===== src/rtl/div_macros.svh =====
// widths are fixed here for 8-bit words; changing DIV_WORD_WIDTH means updating all derived values by hand
`ifndef DIV_MACROS_SVH
`define DIV_MACROS_SVH

// width of the operands and results at the ports
`define DIV_WORD_WIDTH 8

// one extra bit so the most negative word has a positive magnitude
`define DIV_LONG_WIDTH 9

// shifted divisor and quotient increment
// twice the word width plus one
`define DIV_WIDE_WIDTH 17

// one trial step per shift, from DIV_WORD_WIDTH down to zero
`define DIV_STEPS 9

// step counter width, must hold DIV_STEPS-1
`define DIV_STEP_BITS 4

`endif

===== src/rtl/div_ctrl_pkg.sv =====
// control types for the divider; the state encoding covers three of four codes, 2'b11 never occurs
package div_ctrl_pkg;

    // LOAD waits for operands
    // CALC runs the trial steps
    // DONE holds the results until they are taken
    typedef enum logic [1:0] {
        LOAD = 2'b00,
        CALC = 2'b01,
        DONE = 2'b10
    } div_state_e;

    // strobes from result control to decode and execute
    typedef struct packed {
        // input transfer, operands are sampled on this edge
        logic load;
        // one trial step per cycle while in CALC
        logic step;
    } div_ctrl_t;

endpackage


===== src/rtl/div_data_pkg.sv =====
// data path types for the 8-bit divider; internal vectors are signed, port words are plain bits
package div_data_pkg;

    `include "div_macros.svh"

    // operand or result as seen at the ports
    typedef logic [`DIV_WORD_WIDTH-1:0] word_t;

    // dividend, remainder and quotient with the extra sign bit
    typedef logic signed [`DIV_LONG_WIDTH-1:0] long_t;

    // shifted divisor and quotient increment
    typedef logic signed [`DIV_WIDE_WIDTH-1:0] wide_t;

    // operands as prepared by decode, sampled by execute on the load strobe
    typedef struct packed {
        long_t dividend_long;
        // divisor already shifted up by the word width
        wide_t divisor_wide;
    } div_load_t;

    // operand signs captured at load, 1 means negative
    typedef struct packed {
        logic dividend_sign;
        logic divisor_sign;
    } div_signs_t;

    // running results, narrowed to word_t by result control
    typedef struct packed {
        long_t quotient_long;
        long_t remainder_long;
    } div_acc_t;

endpackage


===== src/rtl/div_top.sv =====
// 8-bit signed divider truncating toward zero; 9 cycles from input transfer to out_valid
`timescale 1ns/10ps

module div_top
    import div_data_pkg::*;
    import div_ctrl_pkg::*;
(
    input  logic  clock,
    input  logic  arst_n,

    // operand side
    input  logic  in_valid,
    output logic  in_ready,
    input  word_t dividend,
    input  word_t divisor,

    // result side
    output logic  out_valid,
    input  logic  out_ready,
    output word_t quotient,
    output word_t remainder,
    output logic  divide_by_zero
);

    // load and step strobes from the FSM
    div_ctrl_t  ctrl;
    div_load_t  load_vals;
    div_signs_t signs;
    div_acc_t   acc;

    div_operand_decode u_decode (
        .clock          (clock),
        .arst_n         (arst_n),
        .dividend       (dividend),
        .divisor        (divisor),
        .ctrl           (ctrl),
        .load_vals      (load_vals),
        .signs          (signs),
        .divide_by_zero (divide_by_zero)
    );

    div_step_execute u_execute (
        .clock     (clock),
        .arst_n    (arst_n),
        .ctrl      (ctrl),
        .load_vals (load_vals),
        .signs     (signs),
        .acc       (acc)
    );

    // FSM, step counter and both handshakes
    div_result_ctrl u_result (
        .clock     (clock),
        .arst_n    (arst_n),
        .in_valid  (in_valid),
        .out_ready (out_ready),
        .acc       (acc),
        .in_ready  (in_ready),
        .out_valid (out_valid),
        .ctrl      (ctrl),
        .quotient  (quotient),
        .remainder (remainder)
    );

endmodule


===== src/rtl/div_result_ctrl.sv =====
// one division in flight at a time; results are the low word bits, so overflow wraps (-128/-1 = -128)
`timescale 1ns/10ps
`include "div_macros.svh"

module div_result_ctrl
    import div_data_pkg::*;
    import div_ctrl_pkg::*;
(
    input  logic      clock,
    input  logic      arst_n,
    input  logic      in_valid,
    input  logic      out_ready,
    input  div_acc_t  acc,
    output logic      in_ready,
    output logic      out_valid,
    output div_ctrl_t ctrl,
    output word_t     quotient,
    output word_t     remainder
);

    // count value of the first step
    localparam logic [`DIV_STEP_BITS-1:0] step_first = `DIV_STEPS - 1;

    div_state_e state;
    div_state_e state_next;
    // steps left after the current one
    logic [`DIV_STEP_BITS-1:0] step_count;
    logic out_fire;
    logic last_step;

    always_comb begin
        in_ready  = (state == LOAD);
        out_valid = (state == DONE);

        ctrl.load = in_ready && in_valid;
        ctrl.step = (state == CALC);
        out_fire  = out_valid && out_ready;
        last_step = ctrl.step && (step_count == '0);

        state_next = state;
        case (state)
            LOAD: if (ctrl.load) state_next = CALC;
            CALC: if (last_step) state_next = DONE;
            DONE: if (out_fire) state_next = LOAD;
            default: state_next = LOAD;
        endcase
    end

    always_ff @(posedge clock or negedge arst_n) begin
        if (!arst_n) begin
            state      <= LOAD;
            step_count <= '0;
        end else begin
            state <= state_next;
            if (ctrl.load) begin
                step_count <= step_first;
            end else if (ctrl.step && !last_step) begin
                step_count <= step_count - 1'b1;
            end
        end
    end

    // accumulators only change in CALC, so these hold through DONE
    assign quotient  = acc.quotient_long[`DIV_WORD_WIDTH-1:0];
    assign remainder = acc.remainder_long[`DIV_WORD_WIDTH-1:0];

    // out_valid is first sampled high DIV_STEPS+1 edges after the load edge
    a_latency: assert property (
        @(posedge clock) disable iff (!arst_n)
        $rose(out_valid) |-> $past(ctrl.load, `DIV_STEPS + 1)
    );

    // results stay put under back-pressure
    a_out_hold: assert property (
        @(posedge clock) disable iff (!arst_n)
        out_valid && !out_ready |=> out_valid && $stable(quotient) && $stable(remainder)
    );

endmodule


===== src/rtl/div_step_execute.sv =====
// accumulators are valid only after a full run of DIV_STEPS steps; they hold unknown values after reset
`timescale 1ns/10ps
`include "div_macros.svh"

module div_step_execute
    import div_data_pkg::*;
    import div_ctrl_pkg::*;
(
    input  logic       clock,
    input  logic       arst_n,
    input  div_ctrl_t  ctrl,
    input  div_load_t  load_vals,
    input  div_signs_t signs,
    output div_acc_t   acc
);

    // quotient increment for the first step, a one at the highest shift
    localparam wide_t quo_inc_init = wide_t'(1) << `DIV_WORD_WIDTH;

    long_t remainder_q;
    long_t quotient_q;
    // divisor times the current power of two
    wide_t rem_inc;
    // current power of two
    wide_t quo_inc;

    long_t remainder_next;
    long_t quotient_next;
    // remainder extended to the increment width
    wide_t rem_wide;
    wide_t trial;
    logic  signs_differ;
    logic  overshoot;

    always_comb begin
        signs_differ = signs.dividend_sign ^ signs.divisor_sign;

        // done at full width so the large early increments cannot wrap
        rem_wide = {{(`DIV_WIDE_WIDTH - `DIV_LONG_WIDTH){remainder_q[`DIV_LONG_WIDTH-1]}},
                    remainder_q};

        // always move the remainder toward zero
        if (signs_differ) begin
            trial = rem_wide + rem_inc;
        end else begin
            trial = rem_wide - rem_inc;
        end

        // crossing zero to the other sign means the step took too much
        // landing exactly on zero is fine
        overshoot = (trial[`DIV_WIDE_WIDTH-1] != signs.dividend_sign) && (trial != '0);

        // a kept trial is no larger than the old remainder, so it fits
        remainder_next = trial[`DIV_LONG_WIDTH-1:0];

        // quotient wraps modulo 2^9
        // this is what makes divide by zero come out as -1 or +1
        if (signs_differ) begin
            quotient_next = quotient_q - quo_inc[`DIV_LONG_WIDTH-1:0];
        end else begin
            quotient_next = quotient_q + quo_inc[`DIV_LONG_WIDTH-1:0];
        end
    end

    always_ff @(posedge clock) begin
        if (ctrl.load) begin
            remainder_q <= load_vals.dividend_long;
            quotient_q  <= '0;
            rem_inc     <= load_vals.divisor_wide;
            quo_inc     <= quo_inc_init;
        end else if (ctrl.step) begin
            if (!overshoot) begin
                remainder_q <= remainder_next;
                quotient_q  <= quotient_next;
            end
            // arithmetic shift keeps a negative divisor negative
            rem_inc <= {rem_inc[`DIV_WIDE_WIDTH-1], rem_inc[`DIV_WIDE_WIDTH-1:1]};
            quo_inc <= {1'b0, quo_inc[`DIV_WIDE_WIDTH-1:1]};
        end
    end

    always_comb begin
        acc.quotient_long  = quotient_q;
        acc.remainder_long = remainder_q;
    end

    // a new load in the middle of a run would corrupt the accumulators
    a_load_step_exclusive: assert property (
        @(posedge clock) disable iff (!arst_n)
        !(ctrl.load && ctrl.step)
    );

endmodule


===== src/rtl/div_operand_decode.sv =====
// signs and the zero flag are held from the load edge until the next load; data inputs matter only then
`timescale 1ns/10ps
`include "div_macros.svh"

module div_operand_decode
    import div_data_pkg::*;
    import div_ctrl_pkg::*;
(
    input  logic       clock,
    input  logic       arst_n,
    input  word_t      dividend,
    input  word_t      divisor,
    input  div_ctrl_t  ctrl,
    output div_load_t  load_vals,
    output div_signs_t signs,
    output logic       divide_by_zero
);

    // sign-extended divisor before the shift
    long_t divisor_long;
    // zero test on the raw port word
    logic  divisor_is_zero;

    always_comb begin
        // one extra bit of range so -128 can be negated
        load_vals.dividend_long = {dividend[`DIV_WORD_WIDTH-1], dividend};
        divisor_long            = {divisor[`DIV_WORD_WIDTH-1], divisor};

        // start at the highest shift, execute walks it down one bit per step
        load_vals.divisor_wide  = {divisor_long, {`DIV_WORD_WIDTH{1'b0}}};

        divisor_is_zero         = (divisor == '0);
    end

    // captured once per division, stay valid until the next input transfer
    always_ff @(posedge clock or negedge arst_n) begin
        if (!arst_n) begin
            signs.dividend_sign <= 1'b0;
            signs.divisor_sign  <= 1'b0;
            divide_by_zero      <= 1'b0;
        end else if (ctrl.load) begin
            signs.dividend_sign <= dividend[`DIV_WORD_WIDTH-1];
            // zero counts as positive here
            // this gives -1 for a non-negative dividend over zero
            signs.divisor_sign  <= divisor[`DIV_WORD_WIDTH-1];
            divide_by_zero      <= divisor_is_zero;
        end
    end

endmodule


===== config.mk =====
export PLATFORM = sky130hd
export DESIGN_NAME = div_top
export DESIGN_NICKNAME = d
export VERILOG_FILES = /design/src/rtl/div_ctrl_pkg.sv /design/src/rtl/div_data_pkg.sv /design/src/rtl/div_top.sv /design/src/rtl/div_result_ctrl.sv /design/src/rtl/div_step_execute.sv /design/src/rtl/div_operand_decode.sv
export VERILOG_INCLUDE_DIRS = /design/src /design/src/rtl
export SDC_FILE = /design/constraint.sdc
export NUM_CORES = 1
export LEC_CHECK = 0
export BUFFER_PORTS_ARGS = -buffer_cell sky130_fd_sc_hd__buf_2
export CORE_MARGIN = 2
export CORE_UTILIZATION = 50
export DETAILED_ROUTE_END_ITERATION = 16
export GPL_ROUTABILITY_DRIVEN = 0
export PLACE_DENSITY = 0.69
export SLEW_MARGIN = 20
export SYNTH_ARGS = -nofsm -noshare
export SYNTH_HDL_FRONTEND = slang
export SYNTH_SLANG_ARGS = --single-unit

===== constraint.sdc =====
create_clock -name clock -period 5.7 [get_ports clock]
set_input_delay 1.14 -clock clock [delete_from_list [all_inputs] [get_ports clock]]
set_output_delay 1.14 -clock clock [all_outputs]
set_load 0.03 [all_outputs]

**Yosys cells after proc, flatten, opt, wreduce, memory -nomap -nowiden**

Cells that the tools add are included.

- $add $sub $neg: 5
- Eq/ne operators: 7
- Multiplexer cells: 13
- Bitwise gates (word level): 2
- Reduce and logical (&&, ||, !) cells: 15

Operator list:

| operator | number |
|---|---|
| two-way mux 9 bit | 4 |
| two-way mux 17 bit | 2 |
| adder 9 x 17 -> 17 bit | 1 |
| nonzero test 17 bit | 1 |
| subtractor 9 x 17 -> 17 bit | 1 |
| two-way mux 16 bit | 1 |
| adder 9 bit | 1 |
| subtractor 9 bit | 1 |
| zero test 8 bit | 1 |
| two-way mux 4 bit | 2 |
| two-way mux 2 bit | 3 |
| one-hot mux 2 bit (3 select lines) | 1 |
| logical AND 1 bit | 5 |
| zero test 4 bit | 1 |
| inequality test 2 x 1 -> 1 bit, second input constant | 2 |
| inequality test 2 bit, second input constant | 2 |
| AND reduction 2 bit | 2 |
| nonzero test 2 bit | 2 |
| subtractor 4 x 1 -> 4 bit, second input constant | 1 |
| AND reduction 3 bit | 1 |
| == test 2 x 1 -> 1 bit, second input constant | 1 |
| == test 2 bit, second input constant | 1 |
| zero test 2 bit | 1 |
| zero test 1 bit | 1 |
| other kinds (3) | 3 |

- Register bits after elaboration: 53
- Input port bits: 20
- Output and inout port bits: 19
- Logic and storage cells: 53

**Logic depth before layout (Yosys ltp)**

Gate-level depths: netlist of the first run.

- Depth in word-level cells: 7
- Mapped depth: 15
- Depth with buffers taken out: 14

**Modules after synthesis**

A second synthesis of the first run with hierarchy kept.

- Cell total of the unflattened synthesis: 470
- Area total of the unflattened synthesis: 4384.2 um^2

By module, submodules not included:

| module | times used | cells an instance | area an instance (um^2) | sequential area each (um^2) |
|---|---|---|---|---|
| div_step_execute | 1 | 381 | 3601.0 | 1141.1 |
| div_result_ctrl | 1 | 52 | 449.2 | 150.1 |
| div_operand_decode | 1 | 37 | 334.1 | 75.1 |

**Worst setup path after synthesis of the first run**

No wires, ideal clock.

- Kind: register to register
- Start point: register u_execute.rem_inc[2]
- End point: register u_execute.remainder_q[0] (enable)
- Arrival: 3664 ps
- Setup slack: 1702 ps
- Stages on the path, launching flop included: 16
- Path buffers: 1
- Period minus slack after synthesis: 3998 ps
- Path through: dfxtp_1 -> nor3_1 -> and3_1 -> and2_1 -> a21oi_1 -> xor2_1 -> ha_1 -> buf_6 -> a21oi_1 -> o221ai_1 -> or4b_4 -> a2111oi_4 -> o2111ai_2 -> nor4_4 -> nor2_4 -> nand2_1

- Word-level cells in the longest chain between the ends: 6
- Elaborated cells between the ends (all ways): 8

RTL lines:

| element | line | text |
|---|---|---|
| start, declared | div_step_execute.sv:23 | `wide_t rem_inc;` |
| start signal, assigned | div_step_execute.sv:69 | `rem_inc <= load_vals.divisor_wide;` |
| start signal, assigned | div_step_execute.sv:77 | `` rem_inc <= {rem_inc[`DIV_WIDE_WIDTH-1], rem_inc[`DIV_WIDE_WIDTH-1:1]}; `` |
| subtractor 9 x 17 -> 17 bit or adder 9 x 17 -> 17 bit (tied branches) | div_step_execute.sv:46, div_step_execute.sv:44 |  |
| two-way mux 17 bit * | div_step_execute.sv:43 | `if (signs_differ) begin` |
| nonzero test 17 bit or inequality test 1 bit (tied branches) | div_step_execute.sv:51 | `` overshoot = (trial[`DIV_WIDE_WIDTH-1] != signs.dividend_sign) && (trial != '0); `` |
| logical AND 1 bit * | div_step_execute.sv:51 |  |
| inequality test 2 bit (no source line) * | -- |  |
| AND reduction 2 bit (no source line) * | -- |  |
| end signal, assigned | div_step_execute.sv:67 | `remainder_q <= load_vals.dividend_long;` |
| end signal, assigned | div_step_execute.sv:73 | `remainder_q <= remainder_next;` |
| end, declared | div_step_execute.sv:20 | `long_t remainder_q;` |

Mark *: on every way between the ends. The rest lies on a longest branch, timed or not.
A chain may end at the register's enable or synchronous reset.

**Final worst setup path of the first run**

- Start point: register u_decode.signs[1] (netlist name)
- End point: register u_execute.remainder_q[7] (enable)

- Word-level cells in the longest chain between the ends: 6
- Elaborated cells between the ends (all ways): 7

RTL lines:

| element | line | text |
|---|---|---|
| XOR 1 bit | div_step_execute.sv:36 | `signs_differ = signs.dividend_sign ^ signs.divisor_sign;` |
| two-way mux 17 bit | div_step_execute.sv:43 |  |
| nonzero test 17 bit or inequality test 1 bit (tied branches) | div_step_execute.sv:51 |  |
| logical AND 1 bit * | div_step_execute.sv:51 |  |
| inequality test 2 bit (no source line) * | -- |  |
| AND reduction 2 bit (no source line) * | -- |  |

Marked as above.

==> out/results.txt, run 1 <==
status = complete, no violations
commonest non-fill, non-tap cell in the layout = nand2_1
Ys Warns = 0
H-Tree Depth = 2
# DRC = 0
Synth Area in XOR/XNOR = 0.0782
drt pass-1 iters = 4
Die H = 92.5 µm
Syn Nets = 511
fillers = 723
total number of vias = 3322
Cells after Synth = 461
I/O pins = 39
DP HPWL = 6810 µm
register area = 1270 µm²
kind of end point of the critical path = register
area occupied by multi-input gates = 2390 µm²
crit path time final = 4.83 ns
layout cell share with drive strength beyond 1 = 0.128
RSZ-0062 raised after global routing = false
Layout area overhead = 6.48%
Avg WL per Cell = 15.1 µm
cell area after layout = 4170 µm²
top_reg_cell synth = dfxtp_1
post-synthesis simple-gate area fraction = 0.214
number of max-cap violations = 0
Layout Cells excl Fill = 580
initial antenna violation count = 0
Least-Margin Pin Slew = 0.954 ns
Placed Area = 4070 µm²
largest net degree at the start of global routing = 37
Clk Latency, worst-skew pair = 0.31 ns
Clock transition at path regs = 0.09 ns
CP arrival = 4.80 ns
largest family of logic cells by synthesized area = simple AND/OR/NAND/NOR gates
CORE AREA = 7650 µm²
Clock Tree Buf Depth = 2
most frequent cells in the layout = nand2_1 (79), a21oi_1 (40), buf_2 (38), nor2_1 (30), ha_1 (28)
Total GRT Usage = 0.208
Tightest Hold Check Type = reg2reg
Die Wd = 92.5 µm
Final Util = 0.546
asr flop ratio synth = 0.173
multiplexer share of the synthesized area = 0.0233
setup bufs post-CTS = 0
starting density of the core = 0.513
data required time of the critical path = 5.67 ns
Max Freq = 207 MHz
CTS tree = done
total CTS buffers = 5
FF+latch count, synth = 52
Vias/cell = 5.73
hold_buf cts = 0
Synth cell types = 66
Sink Count = 52
Routed Antenna Nets = 0
gr ovfl total = 0
Post-synth EDFFs = 18
drt total wl = 8750 µm
post-synthesis sequential area ratio = 0.323
complex-gate fraction of the synthesized area = 0.193
Setup violations, final = 0
Slew Viols, Final = 0
final setup skew = 0.00715 ns
cts repair resizes = 0
Slew headroom = 0.360
root buf cell = clkbuf_8
vias in the first global route = 3123
row count = 32
adder-cell share of the synthesized area = 0.0996
first-pass GRT wire length = 14500 µm
placed cells = 572
Crit Path Class = reg2reg
crit-path max FO = 12
CP Launch Type = register
final-stage net count = 527
Inserted Diodes = 0
synthesized cell area = 3920 µm²
Syn Area/Cell = 8.50 µm²
die area = 8560 µm²
Hold Violations, Final = 0
I/O Buffers = 38
First DRT Iteration DRCs = 170
setup TNS = 0 ns
fin crit share = 0.847
==> Yosys cell counts (2+ instances only) <==
library cell / count / area, µm²
o22ai_1: 2 / 12.5
o21a_1: 2 / 15.0
nand2b_1: 7 / 43.8
inv_1: 18 / 67.6
o41ai_1: 3 / 26.3
or4_1: 2 / 15.0
nand4_1: 4 / 25.0
nor2b_1: 5 / 31.3
a21oi_1: 40 / 200
nor3_1: 8 / 40.0
or3b_1: 2 / 17.5
a211o_1: 3 / 26.3
o21bai_1: 2 / 15.0
edfxtp_1: 18 / 541
a31oi_1: 4 / 25.0
and3_1: 4 / 25.0
o21ai_1: 3 / 15.0
a22o_1: 7 / 61.3
a211oi_1: 2 / 15.0
o31ai_1: 4 / 30.0
mux2i_1: 8 / 80.1
nand2_1: 79 / 297
o21ai_0: 15 / 75.1
ha_1: 28 / 350
fa_1: 2 / 40.0
dfrtp_1: 9 / 225
clkbuf_1: 11 / 41.3
nor2_1: 30 / 113
buf_4: 16 / 120
nor4_1: 7 / 43.8
nor3b_1: 6 / 45.0
xnor2_1: 22 / 193
xor2_1: 13 / 114
dfxtp_1: 25 / 500
buf_2: 4 / 20.0
nand3_1: 9 / 45.0
a21o_1: 8 / 60.1
==> cells by family after synthesis <==
family                   count (synthesis)
flip-flops                              52
adder cells (fa/ha/maj)                 30
XOR/XNOR                                35
buffers and inverters                   52
AND/OR/NAND/NOR                        172
AO/OA/AOI/OAI                          111
multiplexers                             9
==> routing by layer <==
layer  share of wire  vias to the layer above  wire, µm  global-route usage
li1                -                     1657         -                   -
met1            0.47                     1575      4100               0.274
met2            0.47                       73      4090               0.346
met3           0.041                       17       361              0.0334
met4           0.023                        0       205              0.0746
met5               0                        -         0                   0
==> per-stage QoR <==
| step | setup slack, ns | hold slack, ns |
|---|---|---|
| after detailed placement | 0.895 | 0.433 |
| after global placement | 1.07 | 0.432 |
| after global routing | 0.528 | 0.494 |
| final | 0.869 | 0.445 |
| after floorplan | 1.70 | 0.423 |
| after CTS | 0.852 | 0.448 |
==> path summary, 6_finish.rpt <==
kind                       cells past startpoint            startpoint  slack (ns)                  endpoint
min in group asynchronous                      1                arst_n        0.67         u_decode.signs[0]
setup reg to reg                              11     u_decode.signs[1]        0.87  u_execute.remainder_q[7]
max in group asynchronous                      1                arst_n        4.85    u_result.step_count[2]
setup / recovery                              11     u_decode.signs[1]        0.87  u_execute.remainder_q[7]
hold / removal                                 2  u_execute.quo_inc[8]        0.44      u_execute.quo_inc[8]
hold reg to reg                                2  u_execute.quo_inc[8]        0.44      u_execute.quo_inc[8]
==> critical path: stages, from the launching register on <==
cell       delay [ns]
dfrtp_1          0.45
xnor2_1          0.77
o21ai_0          0.33
fa_1             0.54
xnor2_1          0.29
o21ai_0          0.14
or4b_4           0.54
a2111oi_4        0.30
o2111ai_2        0.19
nor4_4           0.46
nor2_4           0.13
nand2_1          0.34
==> area by class of cell <==
class / count / share of cell area
multi-input combinational: 357 / 0.572
sequential: 52 / 0.303
timing repair buffer: 42 / 0.0528
tap: 102 / 0.0306
clock buffer: 7 / 0.0234
inverter: 19 / 0.0171
clock inverter: 1 / 0.00120
==> sequential cells by signal, indices dropped and copies added (netlist names) <==
register and cells:
u_decode.divide_by_zero 1, u_execute.quotient_q 8, u_execute.remainder_q 9, u_execute.quo_inc 9, u_execute.rem_inc 17, u_result.state 2, u_decode.signs 2, u_result.step_count 4
Power of run 1 is not shown: default switching activity piles up to over one toggle a cycle in this logic, so the estimate is an artifact.
==> run 2, diff against run 1 <==
- ABC_AREA: default -> 1
- PLACE_DENSITY: 0.69 -> 0.72
- clock period: 5.7 -> 4.1 ns (I/O delays scaled with it)
==> run 2 against run 1 <==
  * Core utilization shrank 0.59 points
  * Non-clock buffer count grew 1
  * Synthesized cell count grew 30%
  * Area after synthesis grew 4.7%
  * First-iteration DRC count grew 24%
  * Die area grew 4.5%
  * Via count grew 11%
  * Sequential cell count is the same
  * Critical path depth grew 11
  * Maximum frequency grew 36%
  * Register-to-register slack lost 0.32 ns
==> out/results.txt, run 2 <==
worst reg-to-reg setup slack = 0.54 ns (-0.32 ns)
top-area cell type share of the netlist area = 0.140 (+0.00201)
# DRC = 0 (unchanged)
Die Wd = 94.6 µm (+2.2%)
top_reg_cell synth = dfxtp_1
Sink Count = 52 (unchanged)
fin crit share = 0.867 (+0.0196)
kind of end point of the critical path = register
Clock Tree Buf Depth = 2 (unchanged)
Worst path most repeated cell = nand2_1
final-stage net count = 671 (+27%)
Inserted Diodes = 0 (unchanged)
slowest CP cell = ha_1
cts repair resizes = 0 (unchanged)
fillers = 830 (+15%)
CORE AREA = 8090 µm² (+5.8%)
worst path bufs/invs = 3 (+3)
CP arrival = 3.54 ns (-1.26 ns)
total number of vias = 3677 (+11%)
top flop regs = u_execute.rem_inc (17), u_execute.quo_inc (9), u_execute.remainder_q (9)
WHS = 0.361 ns (-0.0836 ns)
crit-path cells = nor3_1 -> inv_1 -> nor3_1 -> inv_1 -> nor2_1 -> nand2_1 -> nor3_1 -> nor2_1 -> nor2_1 -> xor2_1 -> ha_1 -> inv_2 -> nor3_1 -> and2_1 -> nand2_1 -> nand3_1 -> nand2_1 -> nor2_1 -> nand2_1 -> o21bai_4 -> nand2_1 -> nand2_1
Vias/cell = 5.06 (-12%)
Synth area leader = nand2_1
data required time of the critical path = 4.09 ns (-1.58 ns)
worst r2r dst = u_execute.remainder_q[6]
starting density of the core = 0.507 (-0.00533)
most frequent cells in the layout = nand2_1 (153), inv_1 (94), nor2_1 (51), a21oi_1 (41), buf_2 (38)
asr flop ratio synth = 0.173 (unchanged)
Layout area overhead = 6.43% (about the same)
setup bufs post-CTS = 0 (unchanged)
Crit Path Class = reg2reg
Avg WL per Cell = 12.5 µm (-17%)
largest net degree at the start of global routing = 44 (+19%)
Layout Cells excl Fill = 727 (+25%)
Die H = 94.6 µm (+2.2%)
Syn Nets = 649 (+27%)
row count = 33 (+3.1%)
CP Launch Type = register
gr ovfl total = 0 (unchanged)
I/O pins = 39 (unchanged)
cell count along the critical path = 22 (+11)
total CTS buffers = 5 (unchanged)
Clk Latency, worst-skew pair = 0.31 ns (about the same)
top cells by area, synth = nand2_1 (14%), edfxtp_1 (13%), dfxtp_1 (12%)
crit path time final = 3.56 ns (-1.28 ns)
DP HPWL = 7110 µm (+4.5%)
H-Tree Depth = 2 (unchanged)
drt total wl = 9120 µm (+4.3%)
Tightest Hold Check Type = in2async
worst reg2reg path startpoint = u_execute.rem_inc[0]
crit-path max FO = 9 (-3)
register with the most flip-flops = u_execute.rem_inc
most frequent cell after synthesis = nand2_1
drt pass-1 iters = 5 (+1)
reg2reg path depth = 22 (+11)
FF+latch count, synth = 52 (unchanged)
Largest register FFs = 17 (unchanged)
final setup skew = 0.0121 ns (+0.00494 ns)
Commonest cells post-synth = nand2_1 (153), inv_1 (94), nor2_1 (51)
Max Freq = 281 MHz (+36%)
First DRT Iteration DRCs = 211 (+24%)
Setup violations, final = 0 (unchanged)
Synth cell types = 34 (-48%)
Post-synth EDFFs = 18 (unchanged)
Routed Antenna Nets = 0 (unchanged)
status = complete, no violations
placed cells = 719 (+26%)
initial antenna violation count = 0 (unchanged)
Ys Warns = 0 (unchanged)
I/O Buffers = 38 (unchanged)
Cells after Synth = 599 (+30%)
Total GRT Usage = 0.213 (+0.00426)
vias in the first global route = 3415 (+9.3%)
post-synthesis sequential area ratio = 0.308 (-0.0146)
layout cell share with drive strength beyond 1 = 0.0965 (-0.0312)
Syn Area/Cell = 6.85 µm² (-19%)
Hold Violations, Final = 0 (unchanged)
commonest non-fill, non-tap cell in the layout = nand2_1
first-pass GRT wire length = 15200 µm (+5.1%)
CP delay by family, top = simple AND/OR/NAND/NOR gates
number of max-cap violations = 0 (unchanged)
CTS tree = done
root buf cell = clkbuf_8
RSZ-0062 raised after global routing = false
CP max stage delay = 0.37 ns (-0.40 ns)
Least-Margin Pin Slew = 0.556 ns (-0.397 ns)
die area = 8950 µm² (+4.5%)
Slew Viols, Final = 0 (unchanged)
setup TNS = 0 ns (unchanged)
Slew headroom = 0.627 (+0.267)
hold_buf cts = 0 (unchanged)
synthesized cell area = 4110 µm² (+4.7%)
Clock transition at path regs = 0.10 ns (about the same)
-- run 2: worst reg2reg max path, delay by kind of cell (launching register included) --
kind,cells,cell delay (ns)
AOI/OAI and AO/OA,1,0.16
xor gates and xnor gates,1,0.08
DFF,1,0.35
and+or+nand+nor,16,2.06
adders and majority gates,1,0.37
buffers and inverters,3,0.21
-- run 2: area by class of cell --
type | instances | area [µm²] | share of cell area
well taps | 105 | 131 | 0.0301
inverters | 99 | 372 | 0.0851
repair buffers | 43 | 228 | 0.0521
multi-input cells | 420 | 2290 | 0.523
clock buffers | 5 | 68.8 | 0.0158
flip-flops and latches | 52 | 1270 | 0.290
clock inverters | 3 | 17.5 | 0.00401
-- run 2: through the flow --
stage,utilization,instance area [µm²],setup slack (ns)
after floorplan,-,4110,0.784
after global placement,0.529,4280,0.687
after detailed placement,0.529,4280,0.553
after CTS,0.540,4370,0.537
after global routing,0.540,4370,0.131
final,0.540,4370,0.545
-- run 2: worst max-delay path by stage --
stage                               startpoint                  endpoint  slack [ns]
after floorplan              u_decode.signs[1]  u_execute.remainder_q[0]        0.78
after global placement    u_execute.rem_inc[0]  u_execute.remainder_q[0]        0.69
after detailed placement  u_execute.rem_inc[0]  u_execute.remainder_q[0]        0.55
after CTS                 u_execute.rem_inc[0]  u_execute.remainder_q[0]        0.54
after global routing      u_execute.rem_inc[0]  u_execute.remainder_q[8]        0.13
final                     u_execute.rem_inc[0]  u_execute.remainder_q[6]        0.54
-- run 2: logic make-up after synthesis --
logic type	Yosys count	share of synthesized area
fa+ha+maj	30	0.0951
xor+xnor	30	0.0640
simple gates	267	0.272
buf+inv	127	0.135
flops	52	0.308
compound gates	93	0.126
-- run 2: per-layer routing --
metal	share of wire	vias up	track usage
li1	-	1934	-
met1	0.46	1658	0.273
met2	0.49	73	0.372
met3	0.034	12	0.0271
met4	0.017	0	0.0640
met5	0	-	0
Power of run 2 is left out for the same reason.
